<file path="config.mk">
export PLATFORM = sky130hd
export DESIGN_NAME = stall_ctrl
export DESIGN_NICKNAME = d
export VERILOG_FILES = /design/src/source/pipe_pkg.sv /design/src/source/stall_ctrl.sv
export VERILOG_INCLUDE_DIRS = /design/src /design/src/source
export SDC_FILE = /design/constraint.sdc
export NUM_CORES = 1
export LEC_CHECK = 0
export ABC_AREA = 1
export BUFFER_PORTS_ARGS = -buffer_cell sky130_fd_sc_hd__clkbuf_2
export CAP_MARGIN = 30
export CORE_AREA = 3 3 40 42
export DETAILED_ROUTE_END_ITERATION = 10
export DIE_AREA = 0 0 43 45
export GPL_TIMING_DRIVEN = 0
export PLACE_DENSITY = 0.48
export SYNTH_ARGS = -nofsm -noshare
export SYNTH_HDL_FRONTEND = slang
export SYNTH_SLANG_ARGS = --single-unit
export TNS_END_PERCENT = 1
</file>
<file path="constraint.sdc">
create_clock -name vclk -period 2.2
set_input_delay 0.22 -clock vclk [all_inputs]
set_output_delay 0.22 -clock vclk [all_outputs]
set_load 0.1 [all_outputs]
</file>
<file path="src/source/pipe_settings.svh">
//************************************************
// Widths, reset PC and stall bit positions of the RV64I slice
// Stall bits are indices into the five-bit stall vector
//************************************************
`ifndef PIPE_SETTINGS_SVH
`define PIPE_SETTINGS_SVH

`define PIPE_XLEN      64
`define PIPE_INST_W    32
`define PIPE_REG_AW    5
`define PIPE_RESET_PC  64'h0

`define PIPE_STALL_PC    0  // Hold the PC
`define PIPE_STALL_IFID  1  // Hold IF/ID
`define PIPE_STALL_IDEX  2  // Stop ID/EX
`define PIPE_STALL_EXWB  3  // Hold EX/WB
`define PIPE_STALL_ALL   4  // Global hold

`endif

</file>
<file path="src/source/pipe_pkg.sv">
//************************************************
// Shared types of the pipeline slice
// Enum encodings are internal and never leave the core
//************************************************
`include "pipe_settings.svh"

package pipe_pkg;

    typedef logic [`PIPE_XLEN-1:0]    xlen_t;
    typedef logic [`PIPE_XLEN-1:0]    pc_t;
    typedef logic [`PIPE_INST_W-1:0]  inst_t;
    typedef logic [`PIPE_REG_AW-1:0]  reg_addr_t;
    typedef logic [`PIPE_STALL_ALL:0] stall_t;  // One bit per stage plus the global hold

    typedef enum logic [2:0] {
        NONE,
        ALU_IMM,
        ALU_REG,
        UPPER
    } inst_type_e;

    typedef enum logic [2:0] {
        ADD,
        SUB,
        AND,
        OR,
        XOR,
        SLL
    } alu_op_e;

    typedef enum logic [1:0] {
        IDLE,
        BUS,
        DONE
    } fetch_state_e;

endpackage

</file>
<file path="src/source/stall_ctrl.sv">
//************************************************
// Stall vector: all ones on hold, PC+IF/ID+ID/EX on a hazard
// Only the ID/EX destination is checked; WB is covered by bypass
//************************************************
`include "pipe_settings.svh"

module stall_ctrl (
    input  logic                hold,
    input  pipe_pkg::reg_addr_t rs1_addr,
    input  pipe_pkg::reg_addr_t rs2_addr,
    input  logic                rs1_used,
    input  logic                rs2_used,
    input  logic                ex_rd_ena,
    input  pipe_pkg::reg_addr_t ex_rd_addr,
    output pipe_pkg::stall_t    stall_ctrl
);

    localparam pipe_pkg::stall_t HAZARD_VEC = pipe_pkg::stall_t'((1 << `PIPE_STALL_PC)
        | (1 << `PIPE_STALL_IFID) | (1 << `PIPE_STALL_IDEX));

    logic hit1;
    logic hit2;

    assign hit1 = rs1_used && (rs1_addr == ex_rd_addr) && (rs1_addr != '0);
    assign hit2 = rs2_used && (rs2_addr == ex_rd_addr) && (rs2_addr != '0);

    always_comb begin
        stall_ctrl = '0;
        if (hold) begin
            stall_ctrl = '1;  // Everything freezes
        end else if (ex_rd_ena && (hit1 || hit2)) begin
            stall_ctrl = HAZARD_VEC;
        end
    end

    // id_ex and fetch_wb only decode these three patterns
    always_comb begin
        a_legal_vec: assert (stall_ctrl == '0 || stall_ctrl == '1 || stall_ctrl == HAZARD_VEC)
            else $error("illegal stall vector %b", stall_ctrl);
    end

endmodule
</file>
==> impl_metrics.toml <==
[final_layout]
final_nets = 109
regArea_sq_um = 0
nFlopsAndLatches = 0
drive_gt1_frac = 0.3295
antenna_cells = 0
layout.cells.non_filler = 103
area_growth_syn_to_layout_pct = 52.36
num-clock-buffers = 0
fillers = 150

[synthesis]
syn-cell-area_sq_um = 265.3
ys_top_cells_by_area = "nand2_1 (47%), inv_1 (20%), buf_4 (11%)"
synth_top_cell_by_area = "nand2_1"
ys_seq_area_frac = 0
yosysWarnings = 0
synth_top_area_share = 0.4670
syn_nets = 83
syn_area_per_cell_sq_um = 4.145
syn-instance-count = 64
synth_cell_types = 8

[die]
die-width_um = 43
die_h_um = 45
io_pins = 24
num_rows = 13
fp.dieArea_sq_mm = 0.001935
initial_core_util = 0.2064
core_area_sq_mm = 0.001285

[worst_setup_path]
crit_arrival_ns = 1.43
crit_type = "in -> out"
critPathLaunchType = "input pin"
critical_path.endpoint_type = "output port"
crit_fanout = 3
required_ns = 1.98

[route]
drt_iter0_markers = 0
wl_per_cell_um = 7.019
ant_nets = 0
num_vias = 370
drc = 0
post_drt_via_cell_ratio = 3.592
wirelength_um = 723
dr.pass1.iters = 1

[power]
p_sw_uw = 70.43
p_seq_frac = 0
pwr-share-comb = 1.000
clockPowerShare = 0
power.leakage_uw = 0.0003110
p_per_area_mw_per_mm2 = 254.2
internal_power_uw = 32.29
netSwitchingFraction = 0.6856
vdd_drop_max_uv = 68.05

[place]
gp_congestion = 0.7476
placed_cells = 103
dp_hpwl_um = 670
io_buffers = 24

[global_routing]
grt_pass1_vias = 305
grt_use_total = 0.07629
grt_overflow = 0
grt_pass1_wl_um = 1193
antenna_found_initial = 0
grt_max_degree = 5

[sta]
min_period_ns = 1.654
finalHoldViolCount = 0
setup_viol = 0
slew_violations = 0
min_period_over_period = 0.7519
tightest_slew_ns = 0.5429
relSlewSlack = 0.6396
clock.fmax_mhz = 604.5
rsz0062_at_grt = "no"
finalSetupTns_ns = 0

[worst_hold_path]
min_path_type = "in -> out"
min_from = "ex_rd_ena"
holdPathStages = 4
holdPathEnd = "stall_ctrl[0]"

[cts]
hold_buffers = 0
post_cts_buffers = 0
cts_resized = 0

[flow_run]
maxCapViolations = 0

[run_status]
status = "finished clean"
[worst max-delay path, stage by stage]
cell and delay (ns):
clkbuf_2 0.10, inv_1 0.06, nand2_1 0.05, nand2_1 0.05, nor2_1 0.10, nand4_1 0.10, nand2_1 0.07, nand2_1 0.04
nand2_1 0.08, buf_4 0.11, clkbuf_2 0.44
[synthesized netlist by cell type]
cell	number
inv_2	1
nand2_1	33
nor2_1	8
inv_1	14
o21ai_0	1
nand4_1	2
o21a_1	1
buf_4	4
[logic make-up (layout without fill, tap and decap cells)]
family          Yosys count  count (layout)  synth area share
compound gates            2               2           0.04716
buf+inv                  19              43            0.3255
simple gates             43              43            0.6274
[power groups by stage]
stage | sequential (uW) | clock (uW) | combinational [uW]
6_report | 0 | 0 | 103
5_1_grt | 0 | 0 | 113
4_1_cts | 0 | 0 | 104
3_5_place_dp | 0 | 0 | 103
3_3_place_gp | 0 | 0 | 103
2_1_floorplan | 0 | 0 | 72.9
[worst max path at each step]
stage	slack (ns)	startpoint	endpoint	depth (start not counted)
finish	0.55	ex_rd_addr[1]	stall_ctrl[1]	11
global route	0.40	ex_rd_addr[0]	stall_ctrl[1]	11
CTS	0.53	ex_rd_addr[1]	stall_ctrl[1]	11
detailed placement	0.53	ex_rd_addr[1]	stall_ctrl[1]	11
global placement	0.54	ex_rd_addr[3]	stall_ctrl[1]	11
floorplan	0.26	ex_rd_addr[1]	stall_ctrl[1]	9
[per-layer routing]
| layer | up-vias | track usage | wire, um |
|---|---|---|---|
| met4 | 0 | 0 | 0 |
| met2 | 10 | 0.1257 | 325 |
| met1 | 131 | 0.1167 | 350 |
| met3 | 0 | 0.003984 | 47 |
| met5 | - | 0 | 0 |
| li1 | 229 | - | - |
[cell usage in the layout (no fill, tap or decap), drive strengths merged]
master	Yosys	final
inv	15	15
o21ai	1	1
buf	4	4
nand4	2	2
nor2	8	8
nand2	33	33
clkbuf	0	24
o21a	1	1
[final cells by class]
class | instances | area [sq um] | share of cell area
multi-input combinational | 45 | 178.9 | 0.4427
buffer | 4 | 30.03 | 0.07430
tap | 15 | 18.77 | 0.04644
timing repair buffer | 24 | 120.1 | 0.2972
inverter | 15 | 56.30 | 0.1393
[metrics by stage]
| step | hold slack, ns | utilization | worst slack, ns | total power [uW] | instance area (sq um) |
|---|---|---|---|---|---|
| 2_1_floorplan | 0.6515 | - | 0.2571 | 72.91 | 265.3 |
| 3_3_place_gp | 1.012 | 0.3145 | 0.5433 | 103.2 | 404.1 |
| 3_5_place_dp | 1.015 | 0.3145 | 0.5259 | 103.5 | 404.1 |
| 4_1_cts | 1.017 | 0.3145 | 0.5272 | 103.8 | 404.1 |
| 5_1_grt | 1.040 | 0.3145 | 0.4007 | 113.2 | 404.1 |
| 6_report | 1.009 | 0.3145 | 0.5457 | 102.7 | 404.1 |
No activity file was read; power rests on OpenSTA's default activity.
