`src/source/pipe_settings.svh`:
```
//************************************************
// Widths, reset PC and stall bit positions of the RV64I slice
// Stall bits are indices into the five-bit stall vector
//************************************************
`ifndef PIPE_SETTINGS_SVH
`define PIPE_SETTINGS_SVH

`define PIPE_XLEN      64
`define PIPE_INST_W    32
`define PIPE_REG_AW    5
`define PIPE_RESET_PC  64'h0

`define PIPE_STALL_PC    0  // Hold the PC
`define PIPE_STALL_IFID  1  // Hold IF/ID
`define PIPE_STALL_IDEX  2  // Stop ID/EX
`define PIPE_STALL_EXWB  3  // Hold EX/WB
`define PIPE_STALL_ALL   4  // Global hold

`endif

```
`src/source/pipe_pkg.sv`:
```
//************************************************
// Shared types of the pipeline slice
// Enum encodings are internal and never leave the core
//************************************************
`include "pipe_settings.svh"

package pipe_pkg;

    typedef logic [`PIPE_XLEN-1:0]    xlen_t;
    typedef logic [`PIPE_XLEN-1:0]    pc_t;
    typedef logic [`PIPE_INST_W-1:0]  inst_t;
    typedef logic [`PIPE_REG_AW-1:0]  reg_addr_t;
    typedef logic [`PIPE_STALL_ALL:0] stall_t;  // One bit per stage plus the global hold

    typedef enum logic [2:0] {
        NONE,
        ALU_IMM,
        ALU_REG,
        UPPER
    } inst_type_e;

    typedef enum logic [2:0] {
        ADD,
        SUB,
        AND,
        OR,
        XOR,
        SLL
    } alu_op_e;

    typedef enum logic [1:0] {
        IDLE,
        BUS,
        DONE
    } fetch_state_e;

endpackage

```
`src/source/alu_wb.sv`:
```
//************************************************
// 64-bit ALU and EX/WB result register
// wb_ena pulses once per instruction, also across a hold
//************************************************
`include "pipe_settings.svh"

module alu_wb (
    input  logic                clk,
    input  logic                arst_n,
    input  pipe_pkg::stall_t    stall_ctrl,
    input  pipe_pkg::alu_op_e   ex_alu_op,
    input  pipe_pkg::xlen_t     ex_op1,
    input  pipe_pkg::xlen_t     ex_op2,
    input  logic                ex_rd_ena,
    input  pipe_pkg::reg_addr_t ex_rd_addr,
    output logic                wb_ena,
    output pipe_pkg::reg_addr_t wb_addr,
    output pipe_pkg::xlen_t     wb_data
);

    pipe_pkg::xlen_t result;

    always_comb begin
        case (ex_alu_op)
            pipe_pkg::SUB: result = ex_op1 - ex_op2;
            pipe_pkg::AND: result = ex_op1 & ex_op2;
            pipe_pkg::OR:  result = ex_op1 | ex_op2;
            pipe_pkg::XOR: result = ex_op1 ^ ex_op2;
            pipe_pkg::SLL: result = ex_op1 << ex_op2[5:0];
            default:       result = ex_op1 + ex_op2;  // ADD and LUI
        endcase
    end

    always_ff @(posedge clk or negedge arst_n) begin
        if (!arst_n) begin
            wb_ena  <= 1'b0;
            wb_addr <= '0;
            wb_data <= '0;
        end else if (stall_ctrl[`PIPE_STALL_ALL]) begin
            wb_ena <= 1'b0;  // The write already landed, so do not repeat it
        end else begin
            wb_ena  <= ex_rd_ena;
            wb_addr <= ex_rd_addr;
            wb_data <= result;
        end
    end

    // x0 destinations are dropped in decode
    a_no_x0_write: assert property (@(posedge clk) disable iff (!arst_n)
        wb_ena |-> wb_addr != '0);

endmodule

```
`config.mk`:
```
export PLATFORM = sky130hd
export DESIGN_NAME = alu_wb
export DESIGN_NICKNAME = d
export VERILOG_FILES = /design/src/source/pipe_pkg.sv /design/src/source/alu_wb.sv
export VERILOG_INCLUDE_DIRS = /design/src /design/src/source
export SDC_FILE = /design/constraint.sdc
export NUM_CORES = 1
export LEC_CHECK = 0
export CORE_MARGIN = 2
export CORE_UTILIZATION = 40
export CTS_CLUSTER_SIZE = 20
export DETAILED_ROUTE_END_ITERATION = 6
export DONT_BUFFER_PORTS = 1
export PLACE_DENSITY = 0.54
export SKIP_LAST_GASP = 1
export SYNTH_ARGS = -nofsm -noshare
export SYNTH_HDL_FRONTEND = slang
export SYNTH_SLANG_ARGS = --single-unit
export TNS_END_PERCENT = 10
```
`constraint.sdc`:
```
create_clock -name clk -period 1.08 [get_ports clk]
set_input_delay 0.054 -clock clk [delete_from_list [all_inputs] [get_ports clk]]
set_output_delay 0.054 -clock clk [all_outputs]
set_load 0.02 [all_outputs]
```
==> impl_metrics.ini <==
[power]
seqPwrFrac = 0.177
peakVddDrop_mv = 0.875
powerDensity_mw_per_mm2 = 946
p_clk_frac = 0.185
power.leakage_nw = 10.2
total_power_w = 0.0201
p_switching_w = 0.00858
p_int_w = 0.0115
p_comb_frac = 0.639
swShare = 0.427

[logic_synthesis]
seq_area_frac_synth = 0.116
syn_nets = 2392
synth_area_per_cell_um2 = 7.38
synth_edf_count = 0
synth_top_area_cell = ha_1
ys_seq_elements = 70
synthTopCellsByArea = ha_1 (16%), dfrtp_1 (12%), mux4_2 (9.2%), nand2_1 (6.6%), a21oi_1 (5.7%)
synth_top_area_share = 0.159
synth_cell_types = 74
yosys-top-cells-count = nand2_1 (265), ha_1 (193), inv_1 (176)
async_reset_ff_frac = 1.00
yosysWarnings = 0
synth.most_common_cell = nand2_1
syn_inst = 2054
synth_ff_type = dfrtp_1
syn-cell-area_mm2 = 0.0152

[global_route]
grt_pass1_wl_um = 110000
grt_max_degree = 93
grt_antenna_before_repair = 3
grt_pass1_vias = 17600
grt-ovfl-total = 0
grt.total_usage = 0.376

[sta]
rsz0062_at_grt = yes
max_freq_mhz = 239
fin_worst_skew_ps = 0
slew_violations = 0
tightest_slew_ps = 905
layout_setup_ws_ps = -3110
hold_ws_ps = -644
period_minus_slack_ps = 4190
relSlewSlack = 0.391
timing.setup.tns_ps = -156110
min_period_over_period = 3.88
timing_hold_violations_final = 111
setup_viol = 67

[route]
vias = 18000
wl_met3_um = 6470
drt_first_pass_iters = 7
dr.max_layer_used = met5
drt-initial-drc-count = 1596
drc = 1
wl_um = 74500
wl_per_cell_um = 24.3
dr_wl_met2_um = 32800
antenna_left = 0
routed_via_density = 5.86
drt-met1-wl_um = 32300

[die]
die_y_um = 199
coreArea_mm2 = 0.0375
rows = 71
fp.dieW_um = 199
initial_utilization = 0.405
ios = 214
die-area_mm2 = 0.0395

[worst_setup_path]
rrSetupSlack_ps = -160
r2r-end = wb_data[63]
worst_setup_path_start_kind = primary input
required_ps = 1360
crit_type = in2reg
worstReg2RegStart = wb_data[63]
arrival_ps = 4470
worstRegToRegCells = 4
crit_start = ex_op2[6]
cp_max_fo = 4
end_kind = register

[layout]
drive_gt1_frac = 0.329
num_antenna_cells = 0
synthToLayoutAreaGrowth_pct = 39.9
nets = 2890

[flow_run]
maxCapViolCount = 0

[placement]
io_buffer_count = 0
gp_congestion = 0.997
dp_slack_ps = -3620
hpwl_um = 59700

[min_path]
hp-class = in2async

[cts]
cts_max_level = 3
cts.hold.buffers_added = 6
cts_max_path_buffers = 2
insertion_delay_ps = 370
clock-root-buffer = clkbuf_16
cts_made_buffers = 9
cts_tree = done
cts_sinks = 70
clk_pin_slew_ps = 70

[status]
violations = design-rule violations, negative hold slack, negative setup slack
status = complete, but fails checks
[layer usage]
layer,vias to the layer above,track usage
met1,8673,0.496
met2,749,0.593
li1,8437,-
met3,123,0.0861
met4,2,0.151
met5,-,0
[cell usage in the layout (no fill, tap or decap), types with 8 or more instances in the layout]
cell / n
nor3_1: 19
inv_1: 174
dfrtp_1: 70
ha_1: 190
xnor2_1: 89
o211ai_1: 33
a22oi_1: 16
xor2_1: 17
a21oi_2: 16
mux4_2: 62
o21bai_1: 17
nor2_1: 117
nand2b_1: 11
buf_12: 11
o221ai_1: 10
nor2b_1: 22
buf_6: 11
a31oi_1: 12
o22ai_1: 26
o21ai_1: 19
a211oi_1: 16
nand2_1: 259
clkbuf_16: 9
nand3_1: 31
o21ai_0: 144
a221oi_2: 8
a21o_1: 47
o21a_1: 18
a21oi_1: 157
a221oi_1: 32
nand4_1: 33
mux2i_1: 52
buf_4: 602
[worst max-delay path: stages]
cell and delay (ps):
or4_4 550, nor3_4 200, buf_6 150, nand3_4 80
or2_2 300, or3_4 360, o31ai_4 230, xnor2_1 110
ha_1 380, buf_6 120, a31oi_1 80, o211ai_1 360
o21ai_4 110, buf_12 160, o31ai_4 400, a21oi_2 100
xnor2_1 140, buf_4 140, a221oi_2 220, buf_4 180
a21oi_1 40
[registers in the layout (all words and copies together), names as in the netlist]
| name | flops |
|---|---|
| wb_addr | 5 |
| wb_data | 64 |
| wb_ena | 1 |
[worst max path at each step]
stage                        endpoint  cells after the start
final                     wb_data[45]                     21
after global routing      wb_data[45]                     22
after CTS                 wb_data[58]                     18
after detailed placement  wb_data[59]                     23
after global placement    wb_data[59]                     20
after floorplan           wb_data[50]                     19
[power by group through the flow]
stage                     Combinational (W)  Sequential [W]  Clock [W]
final                                0.0128         0.00355    0.00371
after global routing                 0.0138         0.00361    0.00385
after CTS                            0.0123         0.00354    0.00380
after detailed placement             0.0121         0.00359          0
after global placement               0.0121         0.00358          0
after floorplan                     0.00598         0.00406          0
[what timing repair did]
action,CTS,global route
gates resized for setup,61,71
setup buffers,15,15
pin swaps,51,62
endpoints found under the setup margin,67,68
hold endpoints to repair,115,111
[metrics by stage]
stage	area (µm²)	util	std cells	hold slack (ps)
detailed placement	20100	0.535	3021	-241
global placement	20100	0.535	3021	-240
finish	21200	0.566	3068	-644
global route	21200	0.566	3068	-652
CTS	20800	0.555	3057	-662
floorplan	15400	-	2054	-242
[area by class of cell]
class                      instances  area (µm²)
clock buffer                      13         270
fill                            3663       16300
multi-input combinational       1663       12900
tap                              511         639
timing repair buffer             630        4920
sequential                        70        1750
clock inverter                     3        65.1
inverter                         178         673
[cells by family (layout without fill, tap and decap cells)]
family / count (synthesis) / count (layout) / synth area share
AOI/OAI and AO/OA: 659 / 659 / 0.275
and+or+nand+nor: 579 / 579 / 0.173
buffers and inverters: 321 / 824 / 0.0808
adders and majority gates: 194 / 194 / 0.161
muxes: 121 / 121 / 0.132
xor gates and xnor gates: 110 / 110 / 0.0635
DFF: 70 / 70 / 0.116
Note: power is estimated with default switching activity, not from simulation.
