==> config.mk <==
export PLATFORM = sky130hd
export DESIGN_NAME = id_ex
export DESIGN_NICKNAME = d
export VERILOG_FILES = /design/src/source/pipe_pkg.sv /design/src/source/id_ex.sv
export VERILOG_INCLUDE_DIRS = /design/src /design/src/source
export SDC_FILE = /design/constraint.sdc
export NUM_CORES = 1
export LEC_CHECK = 0
export BUFFER_PORTS_ARGS = -buffer_cell sky130_fd_sc_hd__buf_2
export CAP_MARGIN = 10
export CORE_AREA = 2 2 186 188
export DETAILED_ROUTE_END_ITERATION = 12
export DIE_AREA = 0 0 188 190
export PLACE_DENSITY_LB_ADDON = 0.15
export SLEW_MARGIN = 20
export SYNTH_ARGS = -nofsm -noshare
export SYNTH_HDL_FRONTEND = slang
export SYNTH_SLANG_ARGS = --single-unit
==> constraint.sdc <==
create_clock -name clk -period 1.3 [get_ports clk]
set_clock_uncertainty 0.1 [all_clocks]
set_input_delay 0.26 -clock clk [delete_from_list [all_inputs] [get_ports clk]]
set_output_delay 0.26 -clock clk [all_outputs]
set_load 0.02 [all_outputs]
==> src/source/pipe_settings.svh <==
//************************************************
// Widths, reset PC and stall bit positions of the RV64I slice
// Stall bits are indices into the five-bit stall vector
//************************************************
`ifndef PIPE_SETTINGS_SVH
`define PIPE_SETTINGS_SVH

`define PIPE_XLEN      64
`define PIPE_INST_W    32
`define PIPE_REG_AW    5
`define PIPE_RESET_PC  64'h0

`define PIPE_STALL_PC    0  // Hold the PC
`define PIPE_STALL_IFID  1  // Hold IF/ID
`define PIPE_STALL_IDEX  2  // Stop ID/EX
`define PIPE_STALL_EXWB  3  // Hold EX/WB
`define PIPE_STALL_ALL   4  // Global hold

`endif

==> src/source/pipe_pkg.sv <==
//************************************************
// Shared types of the pipeline slice
// Enum encodings are internal and never leave the core
//************************************************
`include "pipe_settings.svh"

package pipe_pkg;

    typedef logic [`PIPE_XLEN-1:0]    xlen_t;
    typedef logic [`PIPE_XLEN-1:0]    pc_t;
    typedef logic [`PIPE_INST_W-1:0]  inst_t;
    typedef logic [`PIPE_REG_AW-1:0]  reg_addr_t;
    typedef logic [`PIPE_STALL_ALL:0] stall_t;  // One bit per stage plus the global hold

    typedef enum logic [2:0] {
        NONE,
        ALU_IMM,
        ALU_REG,
        UPPER
    } inst_type_e;

    typedef enum logic [2:0] {
        ADD,
        SUB,
        AND,
        OR,
        XOR,
        SLL
    } alu_op_e;

    typedef enum logic [1:0] {
        IDLE,
        BUS,
        DONE
    } fetch_state_e;

endpackage

==> src/source/id_ex.sv <==
//************************************************
// ID/EX register: pass or bubble, hold on all ones,
// bubble on the hazard pattern
//************************************************
`include "pipe_settings.svh"

module id_ex (
    input  logic                 clk,
    input  logic                 arst_n,
    input  pipe_pkg::stall_t     stall_ctrl,
    input  logic                 id_bubble,
    input  pipe_pkg::inst_t      id_inst,
    input  pipe_pkg::pc_t        id_pc,
    input  pipe_pkg::inst_type_e id_inst_type,
    input  pipe_pkg::alu_op_e    id_alu_op,
    input  pipe_pkg::xlen_t      id_op1,
    input  pipe_pkg::xlen_t      id_op2,
    input  logic                 id_rd_ena,
    input  pipe_pkg::reg_addr_t  id_rd_addr,
    output pipe_pkg::inst_t      ex_inst,
    output pipe_pkg::pc_t        ex_pc,
    output pipe_pkg::inst_type_e ex_inst_type,
    output pipe_pkg::alu_op_e    ex_alu_op,
    output pipe_pkg::xlen_t      ex_op1,
    output pipe_pkg::xlen_t      ex_op2,
    output logic                 ex_rd_ena,
    output pipe_pkg::reg_addr_t  ex_rd_addr
);

    logic run;
    logic hold_all;
    logic hazard;
    logic clear;

    assign run      = !stall_ctrl[`PIPE_STALL_IDEX]
                    && (stall_ctrl[`PIPE_STALL_ALL:`PIPE_STALL_EXWB] == '0);
    assign hold_all = &stall_ctrl;
    assign hazard   = stall_ctrl[`PIPE_STALL_PC] && stall_ctrl[`PIPE_STALL_IFID]
                    && stall_ctrl[`PIPE_STALL_IDEX] && !stall_ctrl[`PIPE_STALL_EXWB];
    assign clear    = hazard || (run && id_bubble);

    always_ff @(posedge clk or negedge arst_n) begin
        if (!arst_n) begin
            ex_inst      <= '0;
            ex_pc        <= '0;
            ex_inst_type <= pipe_pkg::NONE;
            ex_alu_op    <= pipe_pkg::ADD;
            ex_op1       <= '0;
            ex_op2       <= '0;
            ex_rd_ena    <= 1'b0;
            ex_rd_addr   <= '0;
        end else if (clear) begin
            ex_inst      <= '0;
            ex_pc        <= '0;
            ex_inst_type <= pipe_pkg::NONE;
            ex_alu_op    <= pipe_pkg::ADD;
            ex_op1       <= '0;
            ex_op2       <= '0;
            ex_rd_ena    <= 1'b0;
            ex_rd_addr   <= '0;
        end else if (!hold_all) begin
            ex_inst      <= id_inst;
            ex_pc        <= id_pc;
            ex_inst_type <= id_inst_type;
            ex_alu_op    <= id_alu_op;
            ex_op1       <= id_op1;
            ex_op2       <= id_op2;
            ex_rd_ena    <= id_rd_ena;
            ex_rd_addr   <= id_rd_addr;
        end
    end

endmodule

==> results.cfg <==
[status]
status = finished, violations left
violations = setup timing

[yosys]
post_synth_main_area_contributors = dfrtp_1, a22o_1, buf_2, buf_4, nor4b_2
syn-num-nets = 773
synth.top_cell.area_share = 0.713
yosysSeqAreaShare = 0.713
ys_top_cells_by_count = a22o_1, dfrtp_1, buf_2
syn_inst = 529
synth_flop_cell = dfrtp_1
synth_warnings = 0
async_flop_share = 1.00
ys_seq_elements = 236
syn_area_per_cell_um2 = 15.7
synth_edf_count = 0
syn_area_um2 = 8290
yosys.area.top_type = dfrtp_1
synth_cell_type_count = 9

[clocking]
clock_latency_ns = 0.52
htreeDepth = 1
clk_path_buf_depth = 3
numCtsBuffers = 27
cts_sinks = 236
clk_pin_slew_ns = 0.06
cts_tree = done
clockRootBuffer = clkbuf_16

[drt]
detail-route-antenna-nets = 0
avgViaCountPerCell = 4.45
drc = 0
via_count = 8297
drt_iter0_markers = 315
drt-pass1-iter-count = 4
wl_per_cell_um = 17.9
finalWirelength_um = 33300

[worst_setup_path]
timing.reg2reg.setup_slack_ns = 0.20
crit-reg2reg-launch = ex_op1[52]
cp.required_ns = 0.94
cp_slowest_stage_delay_ns = 0.42
start_kind = flop
end_kind = output pin
crit_chain = buf_6
r2r_cells = 3
cpMaxStageDelayCell = dfrtp_1
crit_type = flop to output pin
cp_max_fo = 2
crit_family = flip-flops
arrival_ns = 1.10
critPathBufInv = 1
r2r-end = ex_op1[52]

[sta]
slew_headroom = 0.801
worst_slack_ns = -0.160
post-route-min-period_ns = 1.46
hold_viol = 0
tightest_slew_ns = 0.299
setup_viol = 236
rsz0062_at_grt = true
slew_violations = 0
max_freq_mhz = 685
post-route-period-util = 1.12

[finish]
finalNetCount = 1632
layout-drive-gt1-share = 0.492
syn_to_final_growth_pct = 108
num-fill-cells = 2822
antennaDiodeCount = 0
final_cell_area_um2 = 17200
seq_area_um2 = 5910
multiInputGateArea_um2 = 2130

[floorplan]
ios = 480
initial_utilization = 0.244
core_um2 = 33900
dieHeight_um = 190
rows = 68
die_w_um = 188
die-area_um2 = 35700

[pwr]
powerDensity_nw_per_um2 = 1180
peakVddDrop_v = 0.000785
p_total_w = 0.0204
leakagePower_nw = 8.34

[place]
placed_area_um2 = 11500
hpwlAfterDp_um = 20300
io_buffers = 479
place.gp.congestion = 0.758

[global_route]
grt_pass1_wl_um = 49600
grt_max_degree = 63
grt_overflow = 0
grt_usage = 0.174
grt_antenna_before_repair = 1
grt_pass1_vias = 8811

[min_path]
hp-class = primary input to async pin

[flow_run]
maxCapViolations = 0
-- placed cells by master, fill, tap and decap left out, types with 4 or more instances in the layout --
master           n
clkbuf_8         8
a22o_1         236
clkbuf_1         4
clkinv_2         6
clkbuf_16       27
dfrtp_1        236
buf_4          146
buf_12          20
dlygate4sd3_1  237
buf_6          236
buf_2          242
-- power by group --
part | leakage [nW] | internal [W] | switching [W]
sequential | 2.83 | 0.00791 | 0.000450
combinational | 5.06 | 0.00263 | 0.00188
clock | 0.443 | 0.00447 | 0.00309
-- area by class of cell --
cell class,instances,area share
Timing Repair Buffer,882,0.450
Sequential cell,236,0.342
Multi-Input combinational cell,241,0.124
Clock buffer,39,0.0464
Tap cell,455,0.0330
Clock inverter,10,0.00508
-- metrics by stage --
stage / hold WS (ns) / TNS, ns / util / cells / setup WS [ns]
after floorplan: -0.136 / -15.45 / - / 529 / -0.124
after global placement: 0.0531 / -104.79 / 0.340 / 1448 / -0.486
after detailed placement: 0.0534 / -115.00 / 0.340 / 1448 / -0.548
after CTS: 0.0815 / -35.32 / 0.492 / 1793 / -0.209
after global routing: 0.140 / -37.46 / 0.508 / 1863 / -0.205
final: 0.143 / -27.96 / 0.508 / 1863 / -0.160
-- flip-flops by register name (all words and copies together) (netlist names) --
signal,cells
ex_alu_op,3
ex_inst,32
ex_inst_type,3
ex_op1,64
ex_op2,64
ex_pc,64
ex_rd_addr,5
ex_rd_ena,1
-- timing repair --
action / CTS / global route
pin swaps: 0 / 1
setup endpoints to repair: 236 / 332
cloned: 0 / 0
hold buffers: 237 / 0
setup buffers: 59 / 70
hold endpoints to repair: 472 / 0
resized for setup: 472 / 0
-- metal layers --
layer | GRT usage | wire [um] | vias to the layer above
met5 | 0 | 11 | -
met4 | 0.0485 | 802 | 2
met3 | 0.0481 | 2660 | 59
met2 | 0.303 | 16700 | 377
met1 | 0.211 | 13100 | 4082
li1 | - | - | 3777
-- cell families after synthesis --
family | synth area share
AOI/OAI and AO/OA | 0.250
buffers and inverters | 0.0334
DFF | 0.713
and+or+nand+nor | 0.00408
-- how the worst max path moves through the flow --
stage / start / slack (ns) / cells past startpoint / to
after floorplan: stall_ctrl[3] / -0.12 / 6 / ex_op1[0]
after global placement: stall_ctrl[2] / -0.49 / 5 / ex_pc[25]
after detailed placement: stall_ctrl[2] / -0.55 / 5 / ex_op2[48]
after CTS: ex_op1[11] / -0.21 / 1 / ex_op1[11]
after global routing: ex_inst[13] / -0.21 / 1 / ex_inst[13]
final: ex_op1[12] / -0.16 / 1 / ex_op1[12]
-- worst register-to-register path, stage by stage, from the launching register on --
cell and delay (ns):
dfrtp_1 0.41, buf_4 0.15, buf_4 0.13, a22o_1 0.20
(Power assumes the default switching activity.)
