<file path="src/source/pipe_settings.svh">
//************************************************
// Widths, reset PC and stall bit positions of the RV64I slice
// Stall bits are indices into the five-bit stall vector
//************************************************
`ifndef PIPE_SETTINGS_SVH
`define PIPE_SETTINGS_SVH

`define PIPE_XLEN      64
`define PIPE_INST_W    32
`define PIPE_REG_AW    5
`define PIPE_RESET_PC  64'h0

`define PIPE_STALL_PC    0  // Hold the PC
`define PIPE_STALL_IFID  1  // Hold IF/ID
`define PIPE_STALL_IDEX  2  // Stop ID/EX
`define PIPE_STALL_EXWB  3  // Hold EX/WB
`define PIPE_STALL_ALL   4  // Global hold

`endif

</file>
<file path="src/source/pipe_pkg.sv">
//************************************************
// Shared types of the pipeline slice
// Enum encodings are internal and never leave the core
//************************************************
`include "pipe_settings.svh"

package pipe_pkg;

    typedef logic [`PIPE_XLEN-1:0]    xlen_t;
    typedef logic [`PIPE_XLEN-1:0]    pc_t;
    typedef logic [`PIPE_INST_W-1:0]  inst_t;
    typedef logic [`PIPE_REG_AW-1:0]  reg_addr_t;
    typedef logic [`PIPE_STALL_ALL:0] stall_t;  // One bit per stage plus the global hold

    typedef enum logic [2:0] {
        NONE,
        ALU_IMM,
        ALU_REG,
        UPPER
    } inst_type_e;

    typedef enum logic [2:0] {
        ADD,
        SUB,
        AND,
        OR,
        XOR,
        SLL
    } alu_op_e;

    typedef enum logic [1:0] {
        IDLE,
        BUS,
        DONE
    } fetch_state_e;

endpackage

</file>
<file path="src/source/reg_file.sv">
//************************************************
// 32 x 64 register file, asynchronous read, x0 reads zero
// Same-cycle write data is bypassed to the read ports
//************************************************
`include "pipe_settings.svh"

module reg_file (
    input  logic                clk,
    input  logic                arst_n,
    input  pipe_pkg::reg_addr_t rs1_addr,
    input  pipe_pkg::reg_addr_t rs2_addr,
    input  logic                wb_ena,
    input  pipe_pkg::reg_addr_t wb_addr,
    input  pipe_pkg::xlen_t     wb_data,
    output pipe_pkg::xlen_t     rs1_data,
    output pipe_pkg::xlen_t     rs2_data
);

    pipe_pkg::xlen_t regs [2**`PIPE_REG_AW];
    logic            write_ok;

    assign write_ok = wb_ena && (wb_addr != '0);  // x0 is never written

    always_ff @(posedge clk or negedge arst_n) begin
        if (!arst_n) begin
            for (int i = 0; i < 2**`PIPE_REG_AW; i++) begin
                regs[i] <= '0;
            end
        end else if (write_ok) begin
            regs[wb_addr] <= wb_data;
        end
    end

    assign rs1_data = (write_ok && (wb_addr == rs1_addr)) ? wb_data : regs[rs1_addr];
    assign rs2_data = (write_ok && (wb_addr == rs2_addr)) ? wb_data : regs[rs2_addr];

endmodule

</file>
<file path="config.mk">
export PLATFORM = sky130hd
export DESIGN_NAME = reg_file
export DESIGN_NICKNAME = d
export VERILOG_FILES = /design/src/source/pipe_pkg.sv /design/src/source/reg_file.sv
export VERILOG_INCLUDE_DIRS = /design/src /design/src/source
export SDC_FILE = /design/constraint.sdc
export NUM_CORES = 2
export LEC_CHECK = 0
export BUFFER_PORTS_ARGS = -buffer_cell sky130_fd_sc_hd__buf_4
export CORE_ASPECT_RATIO = 1.2
export CORE_UTILIZATION = 45
export CTS_BUF_LIST = sky130_fd_sc_hd__clkbuf_4 sky130_fd_sc_hd__clkbuf_8
export DETAILED_ROUTE_END_ITERATION = 16
export PLACE_DENSITY = 0.71
export SLEW_MARGIN = 25
export SYNTH_ARGS = -nofsm -noshare
export SYNTH_HDL_FRONTEND = slang
export SYNTH_SLANG_ARGS = --single-unit
</file>
<file path="constraint.sdc">
create_clock -name clk -period 2.94 [get_ports clk]
set_clock_uncertainty 0.15 [all_clocks]
set_input_delay 0.294 -clock clk [delete_from_list [all_inputs] [get_ports clk]]
set_output_delay 0.294 -clock clk [all_outputs]
set_load 0.01 [all_outputs]
</file>
==> results.json <==
{
  "timing_worst_setup_path_type": "reg -> out",
  "netlist_top_cells_area": "dfrtp_1 47%, mux2_2 21%, mux4_2 19%",
  "largest_register_ff_count": 2048,
  "cp_num_cells": 6,
  "global_route.usage.total_pct": 32.1,
  "leading_cell_type_by_number_of_instances_after_synthesis": "dfrtp_1",
  "hold_class": "in -> reg",
  "die-height_um": 541,
  "boundaryPins": 210,
  "min_to": "regs[1454]",
  "critical_path_peak_fanout": 2,
  "post_drt_via_cell_ratio": 6.86,
  "post-dp-hpwl_mm": 251,
  "timing.final.crit_share_pct": 115,
  "post_route_cells_drive_above_1_share_pct": 60.6,
  "place_congestion": 0.913,
  "max_slew_violation_total_from_the_final_report": 0,
  "synth_cell_types": 50,
  "clkTransAtPathRegs_ps": 70,
  "synth-edff-count": 0,
  "cts.htree.levels": 5,
  "r2r_setup_slk_ps": 1750,
  "crit_path_leading_delay_family": "multiplexers",
  "regMostFlops": "regs",
  "routed_wirelength_mm": 396,
  "worst_r2r_endpoint": "regs[10]",
  "synthDominantCellAreaShare_pct": 47.1,
  "area_growth_syn_to_layout_pct": 19.5,
  "clock_sinks": 2048,
  "cts_inserted_buffers": 321,
  "overall_die_area_um2": 244000,
  "slowest_stage": "mux4_2",
  "drt.antenna.violating_nets": 0,
  "worst-endpoint-required_ps": 2500,
  "grt_first_pass_wirelength_mm": 573,
  "post-route-drc-count": 14,
  "number_of_global_route_vias_before_repair": 80578,
  "max_cap_viol_count": 0,
  "timing.critical_path.arrival_ps": 2950,
  "clk_path_buf_depth": 4,
  "drt_first_pass_iters": 14,
  "run_status": "finished, violations left",
  "hold_depth": 5,
  "violations_in_the_final_reports": "design-rule violations, negative setup slack",
  "timing.reg2reg.worst_path_depth": 3,
  "postLayoutSetupSlackWorst_ps": -454,
  "core_region_area_um2": 240000,
  "max_freq_mhz": 295,
  "leakagePower_nw": 56.1,
  "clock_insertion_delay_worst_skew_ps": 990,
  "vdd_ir_drop_max_uv": 349,
  "cts-root-buf": "clkbuf_8",
  "mappedNetlistNets": 7464,
  "cp_slowest_stage_delay_ps": 510,
  "avgSynthCellArea_um2": 14.8,
  "grt.met1_usage_pct": 39.9,
  "final_hold_viol_count": 0,
  "tritoncts_clock_tree": "done",
  "place_inst": 10544,
  "worst_slew_margin_rel_pct": 41.5,
  "post_drt_wl_per_cell_um": 35.0,
  "syn-cell-area_um2": 109000,
  "critical_path.reg2reg.startpoint": "regs[10]",
  "setup_repair_after_global_routing_missed_its_margin": "yes",
  "design.final.nets": 7951,
  "critPathBufInv": 2,
  "finalHoldWorstSlack_ps": 62.8,
  "grt-ovfl-total": 0,
  "gr-usage-met3_pct": 8.70,
  "synth_async_reset_ratio_pct": 100,
  "postSynthRegisterBits": 2048,
  "synth.yosys.warnings": 0,
  "detailedRoute.firstIterationViolations": 9838,
  "synth_largest_area_cell": "dfrtp_1",
  "report.power.total_w": 0.0842,
  "number_of_failing_setup_endpoints_in_the_final_timing_report": 125,
  "worstMarginPinSlew_ps": 875,
  "initial_core_utilization_pct": 45.3,
  "p_per_area_nw_per_um2": 647,
  "ys_dominant_reg_cell": "dfrtp_1",
  "synth_top_cells_by_count": "2048 x dfrtp_1, 2017 x mux2_2, 895 x mux4_2",
  "crit_chain": "mux4_2 > mux4_2 > a21oi_2 > buf_6 > a21oi_2 > buf_4",
  "synth_seq_area_share_pct": 47.1,
  "post_syn_instances": 7382,
  "global_route.usage.met2_pct": 49.2,
  "final.min_clock_period_ps": 3390,
  "row_count": 197,
  "detailroute.via_count": 77579,
  "die_w_um": 451,
  "grt_max_degree": 128,
  "global_route.peak_usage_layer": "met2",
  "timing.critical_path.from_type": "flop",
  "numPortBuffers": 209,
  "top_regs": "regs: 2048 flops",
  "timing.hold.worst.start": "wb_addr[1]",
  "setup.worst_path.end_class": "primary output",
  "finish.cell_count_without_fillers": 11301,
  "worstSetupStartpoint": "regs[67]",
  "detailedPlace.worstSlack_ps": -523,
  "antenna_found_initial": 36
}
-- logic make-up after synthesis --
kind of cell | after synthesis | synth area share [%]
xor+xnor | 10 | 0.0804
compound gates | 920 | 5.76
flops | 2048 | 47.1
mux | 3187 | 41.9
simple gates | 327 | 1.35
buf+inv | 890 | 3.85
-- layout by cell type (no fill, tap or decap), types with 14 or more instances in the layout --
cell and count:
dfrtp_1 2048, mux2_2 2005, mux4_2 895, buf_4 607, clkbuf_8 405, mux2i_1 271
buf_12 254, buf_6 107, clkbuf_4 103, nor2_1 99, o22ai_1 94, a21oi_1 90
o21ai_0 83, a22oi_2 76, a22oi_1 75, o221ai_1 75, dlygate4sd3_1 69, nand2_1 63
o221ai_2 61, a21oi_2 51, o22ai_2 47, a22o_1 39, nand3_1 36, clkinv_2 29
a21oi_4 27, o21ai_1 22, o21a_1 21, nor2_4 19, diode_2 17, nand2_4 17
o32ai_2 15, a31oi_1 14, o22a_2 14
-- report_power, final --
part | switching, W | total (W) | internal (W)
Sequential | 0.00409 | 0.0376 | 0.0336
Combinational | 0.00870 | 0.0205 | 0.0118
Clock | 0.0118 | 0.0260 | 0.0142
Total | 0.0246 | 0.0842 | 0.0596
-- worst reg2reg max path: stages (launching register included) --
cell     delay [ps]
dfrtp_1         410
buf_4           140
buf_4           130
mux2_2          250
-- area by class of cell --
class	count	area, µm²
fill	18810	110000
multi-input combinational	4444	56400
sequential	2048	51200
timing repair buffer	1045	11700
clock buffer	508	6350
tap	3184	3980
clock inverter	46	419
antenna	17	42.5
inverter	9	37.5
-- through the flow --
| step | setup TNS, ps | cell area [µm²] | utilization, % |
|---|---|---|---|
| after global placement | -4360 | 119000 | 49.4 |
| after floorplan | 0 | 109000 | - |
| after global routing | -29350 | 130000 | 54.1 |
| after detailed placement | -4150 | 119000 | 49.4 |
| after CTS | -27330 | 129000 | 53.7 |
| final | -24820 | 130000 | 54.2 |
-- what timing repair did --
item	in CTS	in global routing
endpoints found under the setup margin	127	128
buffers inserted	117	32
gates cloned	0	0
hold buffers	70	0
pin swaps	256	125
resized for setup	454	180
hold endpoints to repair	3988	0
-- metal layers --
layer  wire length [µm]  up-vias
met1             141000    41184
met2             180000     5148
met4              31600       32
met3              42300     1492
met5                194        -
li1                   -    29723
-- worst max path at each step --
stage	to	slack (ps)
6_report	rs2_data[3]	-450
5_1_grt	rs2_data[3]	-470
4_1_cts	rs2_data[3]	-440
3_5_place_dp	rs2_data[43]	-520
3_3_place_gp	rs2_data[43]	-530
2_1_floorplan	rs2_data[21]	500
Note: power is estimated with default switching activity, not from simulation.
