$ cat config.mk
export PLATFORM = sky130hd
export DESIGN_NAME = decode
export DESIGN_NICKNAME = d
export VERILOG_FILES = /design/src/source/pipe_pkg.sv /design/src/source/decode.sv
export VERILOG_INCLUDE_DIRS = /design/src /design/src/source
export SDC_FILE = /design/constraint.sdc
export NUM_CORES = 1
export LEC_CHECK = 0
export BUFFER_PORTS_ARGS = -buffer_cell sky130_fd_sc_hd__buf_4
export CAP_MARGIN = 20
export CORE_AREA = 3 3 185 187
export DETAILED_ROUTE_END_ITERATION = 8
export DIE_AREA = 0 0 188 190
export PLACE_DENSITY = 0.33
export SYNTH_ARGS = -nofsm -noshare
export SYNTH_HDL_FRONTEND = slang
export SYNTH_SLANG_ARGS = --single-unit
$ cat constraint.sdc
create_clock -name vclk -period 2.5
set_clock_uncertainty 0.05 [all_clocks]
set_input_delay 0.25 -clock vclk [all_inputs]
set_output_delay 0.25 -clock vclk [all_outputs]
set_load 0.01 [all_outputs]
$ cat src/source/pipe_settings.svh
//************************************************
// Widths, reset PC and stall bit positions of the RV64I slice
// Stall bits are indices into the five-bit stall vector
//************************************************
`ifndef PIPE_SETTINGS_SVH
`define PIPE_SETTINGS_SVH

`define PIPE_XLEN      64
`define PIPE_INST_W    32
`define PIPE_REG_AW    5
`define PIPE_RESET_PC  64'h0

`define PIPE_STALL_PC    0  // Hold the PC
`define PIPE_STALL_IFID  1  // Hold IF/ID
`define PIPE_STALL_IDEX  2  // Stop ID/EX
`define PIPE_STALL_EXWB  3  // Hold EX/WB
`define PIPE_STALL_ALL   4  // Global hold

`endif

$ cat src/source/pipe_pkg.sv
//************************************************
// Shared types of the pipeline slice
// Enum encodings are internal and never leave the core
//************************************************
`include "pipe_settings.svh"

package pipe_pkg;

    typedef logic [`PIPE_XLEN-1:0]    xlen_t;
    typedef logic [`PIPE_XLEN-1:0]    pc_t;
    typedef logic [`PIPE_INST_W-1:0]  inst_t;
    typedef logic [`PIPE_REG_AW-1:0]  reg_addr_t;
    typedef logic [`PIPE_STALL_ALL:0] stall_t;  // One bit per stage plus the global hold

    typedef enum logic [2:0] {
        NONE,
        ALU_IMM,
        ALU_REG,
        UPPER
    } inst_type_e;

    typedef enum logic [2:0] {
        ADD,
        SUB,
        AND,
        OR,
        XOR,
        SLL
    } alu_op_e;

    typedef enum logic [1:0] {
        IDLE,
        BUS,
        DONE
    } fetch_state_e;

endpackage

$ cat src/source/decode.sv
//************************************************
// Decoder for ADDI ANDI ORI XORI SLLI ADD SUB AND OR XOR LUI
// Any other encoding becomes a bubble with no writeback
//************************************************
`include "pipe_settings.svh"

module decode (
    input  pipe_pkg::inst_t      ifid_inst,
    input  pipe_pkg::pc_t        ifid_pc,
    input  logic                 ifid_valid,
    input  pipe_pkg::xlen_t      rs1_data,
    input  pipe_pkg::xlen_t      rs2_data,
    output pipe_pkg::reg_addr_t  rs1_addr,
    output pipe_pkg::reg_addr_t  rs2_addr,
    output logic                 rs1_used,
    output logic                 rs2_used,
    output pipe_pkg::inst_t      id_inst,
    output pipe_pkg::pc_t        id_pc,
    output pipe_pkg::inst_type_e id_inst_type,
    output pipe_pkg::alu_op_e    id_alu_op,
    output pipe_pkg::xlen_t      id_op1,
    output pipe_pkg::xlen_t      id_op2,
    output logic                 id_rd_ena,
    output pipe_pkg::reg_addr_t  id_rd_addr,
    output logic                 id_bubble
);

    localparam logic [6:0] OPC_OP_IMM = 7'b0010011;
    localparam logic [6:0] OPC_OP     = 7'b0110011;
    localparam logic [6:0] OPC_LUI    = 7'b0110111;

    logic [6:0]      opcode;
    logic [2:0]      funct3;
    logic [6:0]      funct7;
    pipe_pkg::xlen_t imm_i;
    pipe_pkg::xlen_t imm_u;
    logic            supported;
    logic            use_rs1;
    logic            use_rs2;

    assign opcode     = ifid_inst[6:0];
    assign funct3     = ifid_inst[14:12];
    assign funct7     = ifid_inst[31:25];
    assign rs1_addr   = ifid_inst[19:15];
    assign rs2_addr   = ifid_inst[24:20];
    assign id_rd_addr = ifid_inst[11:7];
    assign id_inst    = ifid_inst;
    assign id_pc      = ifid_pc;

    assign imm_i = {{(`PIPE_XLEN-12){ifid_inst[31]}}, ifid_inst[31:20]};
    assign imm_u = {{(`PIPE_XLEN-32){ifid_inst[31]}}, ifid_inst[31:12], 12'b0};

    always_comb begin
        supported    = 1'b1;
        use_rs1      = 1'b0;
        use_rs2      = 1'b0;
        id_inst_type = pipe_pkg::NONE;
        id_alu_op    = pipe_pkg::ADD;
        id_op1       = rs1_data;
        id_op2       = imm_i;
        case (opcode)
            OPC_OP_IMM: begin
                id_inst_type = pipe_pkg::ALU_IMM;
                use_rs1      = 1'b1;
                case (funct3)
                    3'b000:  id_alu_op = pipe_pkg::ADD;
                    3'b100:  id_alu_op = pipe_pkg::XOR;
                    3'b110:  id_alu_op = pipe_pkg::OR;
                    3'b111:  id_alu_op = pipe_pkg::AND;
                    3'b001: begin
                        id_alu_op = pipe_pkg::SLL;
                        supported = (funct7[6:1] == 6'b0);  // RV64 shamt uses bit 25
                    end
                    default: supported = 1'b0;
                endcase
            end
            OPC_OP: begin
                id_inst_type = pipe_pkg::ALU_REG;
                use_rs1      = 1'b1;
                use_rs2      = 1'b1;
                id_op2       = rs2_data;
                case ({funct7, funct3})
                    {7'b0000000, 3'b000}: id_alu_op = pipe_pkg::ADD;
                    {7'b0100000, 3'b000}: id_alu_op = pipe_pkg::SUB;
                    {7'b0000000, 3'b100}: id_alu_op = pipe_pkg::XOR;
                    {7'b0000000, 3'b110}: id_alu_op = pipe_pkg::OR;
                    {7'b0000000, 3'b111}: id_alu_op = pipe_pkg::AND;
                    default:              supported = 1'b0;
                endcase
            end
            OPC_LUI: begin
                id_inst_type = pipe_pkg::UPPER;  // Computed as 0 + imm_u
                id_op1       = '0;
                id_op2       = imm_u;
            end
            default: supported = 1'b0;
        endcase
    end

    assign id_bubble = !ifid_valid || !supported;
    assign rs1_used  = use_rs1 && !id_bubble;
    assign rs2_used  = use_rs2 && !id_bubble;
    assign id_rd_ena = !id_bubble && (id_rd_addr != '0);

endmodule

==> results of run 1 <==
-- metal layers --
| metal | part of all wire, % | up-vias | track usage (%) |
|---|---|---|---|
| li1 | - | 1405 | - |
| met1 | 34 | 1332 | 7.24 |
| met2 | 52 | 248 | 13.5 |
| met3 | 13 | 26 | 3.02 |
| met4 | 1.3 | 4 | 0.779 |
| met5 | 0.17 | - | 0 |
-- metrics by stage --
| step | hold slack, ps | util, % |
|---|---|---|
| after floorplan | 504 | - |
| after global placement | 450 | 14.0 |
| after detailed placement | 450 | 14.1 |
| after CTS | 450 | 14.1 |
| after global routing | 450 | 14.1 |
| final | 450 | 14.1 |
-- synth_stat cells, types with 3 or more instances --
master / count
buf_4: 114
and2_1: 65
a21o_1: 34
a221o_1: 19
clkbuf_1: 15
a22o_1: 11
buf_2: 7
nand2_1: 6
inv_1: 3
nor2_1: 3
or4_1: 3
-- path summary, 6_finish.rpt --
path	endpoint	slack, ps
setup / recovery	id_bubble	200
hold / removal	id_pc[1]	450
-- kinds of logic (layout without fill, tap and decap cells) --
kind of cell	after synthesis	after routing	share of synthesized area (%)
other	1	2	0.166
XOR/XNOR	2	2	0.776
AO/OA/AOI/OAI	75	75	29.0
buffers and inverters	140	359	42.9
multiplexers	1	1	0.443
AND/OR/NAND/NOR	95	95	26.7
-- final cells by class --
class / instances / area [um2] / share of cell area, %
Antenna cell: 1 / 2.50 / 0.0546
Inverter: 3 / 11.3 / 0.245
Timing Repair Buffer: 356 / 2720 / 59.2
Tap cell: 442 / 553 / 12.1
Multi-Input combinational cell: 174 / 1300 / 28.4
==> flow_metrics.py, run 1 <==
metrics = {
    "run_status": {
        "status": "completed",
    },
    "drt": {
        "via_per_inst": 3.09,
        "final_antenna_net_count": 0,
        "first_pass_iters": 4,
        "vias": 3015,
        "drt_iter0_drc": 75,
        "routed_wirelength_um": 14300,
        "wire_per_inst_um": 14.7,
        "drc_errors": 0,
    },
    "sta": {
        "setup_viol": 0,
        "timing_worst_slew_pin_value_ps": 842,
        "rsz0062_at_grt": "no",
        "maxSlewViolCount": 0,
        "fmax_mhz": 435,
        "layout_worst_path_cycle_share_pct": 91.9,
        "slew_headroom_pct": 43.6,
        "min_period_ps": 2300,
        "setup_ws_ps": 202,
        "finalSetupTns_ps": 0,
        "hold_violations": 0,
    },
    "synth": {
        "syn-cell-area_um2": 2260,
        "synth.avg_cell_area_um2": 7.19,
        "yosysWarningCount": 0,
        "synth_area_leaders": "buf_4 (38%), and2_1 (18%), a21o_1 (11%)",
        "synth_seq_area_share_pct": 0,
        "syn_inst": 314,
        "synth.largest_area_cell": "buf_4",
        "synth_fp_nets": 539,
        "ys_types": 38,
        "synth_top_area_share_pct": 37.9,
    },
    "setup_path": {
        "critPathBufInv": 2,
        "max_stage_delay_ps": 550,
        "worstPathRequired_ps": 2200,
        "cpMostUsedCell": "buf_4",
        "critPathLaunch": "ifid_inst[31]",
        "worstPathArrival_ps": 2000,
        "cp_max_fo": 5,
        "worstPathCellList": "buf_4 > or3_2 > o41ai_4 > a222oi_1 > or2_1 > buf_4",
        "criticalPathCategory": "in -> out",
        "cp.depth": 6,
        "cp_top_family": "simple AND/OR/NAND/NOR gates",
        "slowest_stage": "or3_2",
        "startpoint_type": "primary input",
        "cp-end-kind": "primary output",
    },
    "layout": {
        "nFillCells": 3783,
        "final_cell_mix": "buf_4 (352), and2_1 (65), a21o_1 (34), a221o_1 (19), a22o_1 (11)",
        "final_cells": 976,
        "flops_and_latches": 0,
        "ff_latch_area_um2": 0,
        "layout_commonest_cell": "buf_4",
        "nets": 760,
        "final_cell_area_um2": 4590,
        "nClkBuffers": 0,
        "synthToLayoutAreaGrowth_pct": 103,
        "layout-drive-gt1-share_pct": 68.7,
    },
    "hold_path": {
        "hp-start": "ifid_pc[1]",
        "hold_class": "in -> out",
        "min_path_cells": 0,
    },
    "die": {
        "dieWidth_um": 188,
        "num_rows": 66,
        "core_region_area_um2": 32600,
        "start_util_pct": 6.92,
        "boundaryPins": 474,
        "die_h_um": 190,
        "dieArea_um2": 35700,
    },
    "global_routing": {
        "grt_max_degree": 65,
        "grt_pass1_wl_um": 19300,
        "grt_use_total_pct": 7.00,
        "antenna_found_initial": 3,
        "grt.overflow.total": 0,
        "first_global_vias": 3040,
    },
    "place": {
        "placed_area_um2": 4580,
        "gp_congestion": 0.677,
        "dp_slack_ps": 101,
        "port_buffers": 345,
        "dp_hpwl_um": 12600,
        "dp_cells": 975,
    },
    "clocking": {
        "ctsResizeCount": 0,
        "cts_setup_buffers": 0,
        "cts_hold_buffers": 0,
    },
    "job": {
        "drv_cap": 0,
    },
}
==> run 2, diff against run 1 <==
- CORE_AREA: 3 3 185 187 -> 8 8 180 182
- PLACE_DENSITY: 0.33 -> 0.36
==> flow_metrics.py, run 2 (same netlist as run 1, synthesis figures left out) <==
metrics = {
    "drt": {
        "drt_iter0_drc": 75,
        "wire_per_inst_um": 18.3,
        "routed_wirelength_um": 16900,
        "final_antenna_net_count": 0,
        "wl_met2_um": 8030,
        "top_layer_used": "met4",
        "drc_errors": 0,
        "vias": 3069,
        "wl_met1_um": 6020,
        "wl_met3_um": 2590,
        "via_per_inst": 3.33,
        "first_pass_iters": 4,
    },
    "sta": {
        "min_period_ps": 2240,
        "timing_worst_slew_pin_value_ps": 733,
        "finalSetupTns_ps": 0,
        "fmax_mhz": 446,
        "hold_violations": 0,
        "slew_headroom_pct": 50.9,
        "layout_worst_path_cycle_share_pct": 89.7,
        "rsz0062_at_grt": "no",
        "maxSlewViolCount": 0,
        "setup_viol": 0,
    },
    "job": {
        "drv_cap": 0,
    },
    "die": {
        "dieWidth_um": 188,
        "num_rows": 63,
        "die_h_um": 190,
        "boundaryPins": 474,
        "dieArea_um2": 35700,
        "core_region_area_um2": 29400,
        "start_util_pct": 7.68,
    },
    "global_routing": {
        "grt_max_degree": 65,
        "grt_use_total_pct": 8.46,
        "first_global_vias": 3422,
        "grt_pass1_wl_um": 23400,
        "grt.overflow.total": 0,
        "antenna_found_initial": 1,
    },
    "layout": {
        "nets": 759,
        "synthToLayoutAreaGrowth_pct": 99.6,
        "multi_input_area_um2": 1310,
        "layout-drive-gt1-share_pct": 69.0,
        "final_cell_mix": "buf_4 (352), and2_1 (65), a21o_1 (34), a221o_1 (19), a22o_1 (11)",
        "ff_latch_area_um2": 0,
        "layout_commonest_cell": "buf_4",
        "nClkBuffers": 0,
        "nFillCells": 3378,
        "diodes": 0,
        "flops_and_latches": 0,
    },
    "pwr": {
        "ir_worst_vdd_uv": 47.5,
        "seqPwrFrac_pct": 0,
        "power_frac_clock_pct": 0,
        "comb_power_share_pct": 100.0,
        "p_int_w": 0.000426,
        "power_leakage_nw": 2.35,
        "p_per_area_nw_per_um2": 161,
        "swShare_pct": 41.5,
        "fin_total_pwr_w": 0.000728,
        "power.switching_w": 0.000302,
    },
    "setup_path": {
        "cp-end-kind": "primary output",
        "worstPathRequired_ps": 2200,
        "slowest_stage": "nor2b_2",
        "worstPathArrival_ps": 1940,
        "cpMostUsedCell": "buf_4",
        "startpoint_type": "primary input",
        "critPathBufInv": 5,
        "criticalPathCategory": "in -> out",
        "cp_top_family": "buffers and inverters",
        "cp_max_fo": 17,
        "max_stage_delay_ps": 590,
        "worstPathCellList": "buf_4 > nand4b_1 > buf_4 > nor4b_4 > buf_4 > nor2b_2 > buf_12 > a21o_1 > buf_4",
    },
    "place": {
        "port_buffers": 345,
        "dp_hpwl_um": 15000,
        "gp_congestion": 0.709,
    },
    "hold_path": {
        "hold_class": "in -> out",
    },
    "clocking": {
        "cts_setup_buffers": 0,
        "cts_hold_buffers": 0,
        "ctsResizeCount": 0,
    },
    "run_status": {
        "status": "completed",
    },
}
[run 2: changes by cell type in the layout (fill, tap and decap cells not counted), sizes merged]
cell and change:
buf -1, diode -1
[run 2: per-stage QoR]
| step | area, um2 | instances | setup slack [ps] | hold slack (ps) | util (%) |
|---|---|---|---|---|---|
| after floorplan | 2260 | 314 | 572 | 504 | - |
| after global placement | 4510 | 922 | 181 | 450 | 15.3 |
| after detailed placement | 4510 | 922 | 150 | 450 | 15.3 |
| after CTS | 4510 | 922 | 136 | 450 | 15.3 |
| after global routing | 4510 | 922 | 72.6 | 450 | 15.3 |
| final | 4510 | 922 | 257 | 450 | 15.3 |
[run 2: worst paths after layout]
check / from / endpoint / slack, ps / cells after the start
worst max-delay path: ifid_inst[1] / id_op2[59] / 260 / 9
worst min-delay path: ifid_pc[53] / id_pc[53] / 450 / 0
[run 2: power groups by stage]
| stage | clock (W) | sequential [W] | combinational [W] |
|---|---|---|---|
| global placement | 0 | 0 | 0.000752 |
| global route | 0 | 0 | 0.000789 |
| floorplan | 0 | 0 | 0.000385 |
| finish | 0 | 0 | 0.000728 |
| CTS | 0 | 0 | 0.000749 |
| detailed placement | 0 | 0 | 0.000745 |
[run 2: cell type report]
cell class,instances,area share [%]
Multi-Input combinational cell,174,29.0
Timing Repair Buffer,355,60.0
Inverter,3,0.250
Tap cell,390,10.8
[run 2: metal layers]
layer / track usage, % / vias to the layer above
li1: - / 1399
met5: 0 / -
met3: 5.51 / 24
met2: 14.9 / 279
met1: 8.49 / 1367
met4: 1.18 / 0
Power figures use the tool's default switching activity.
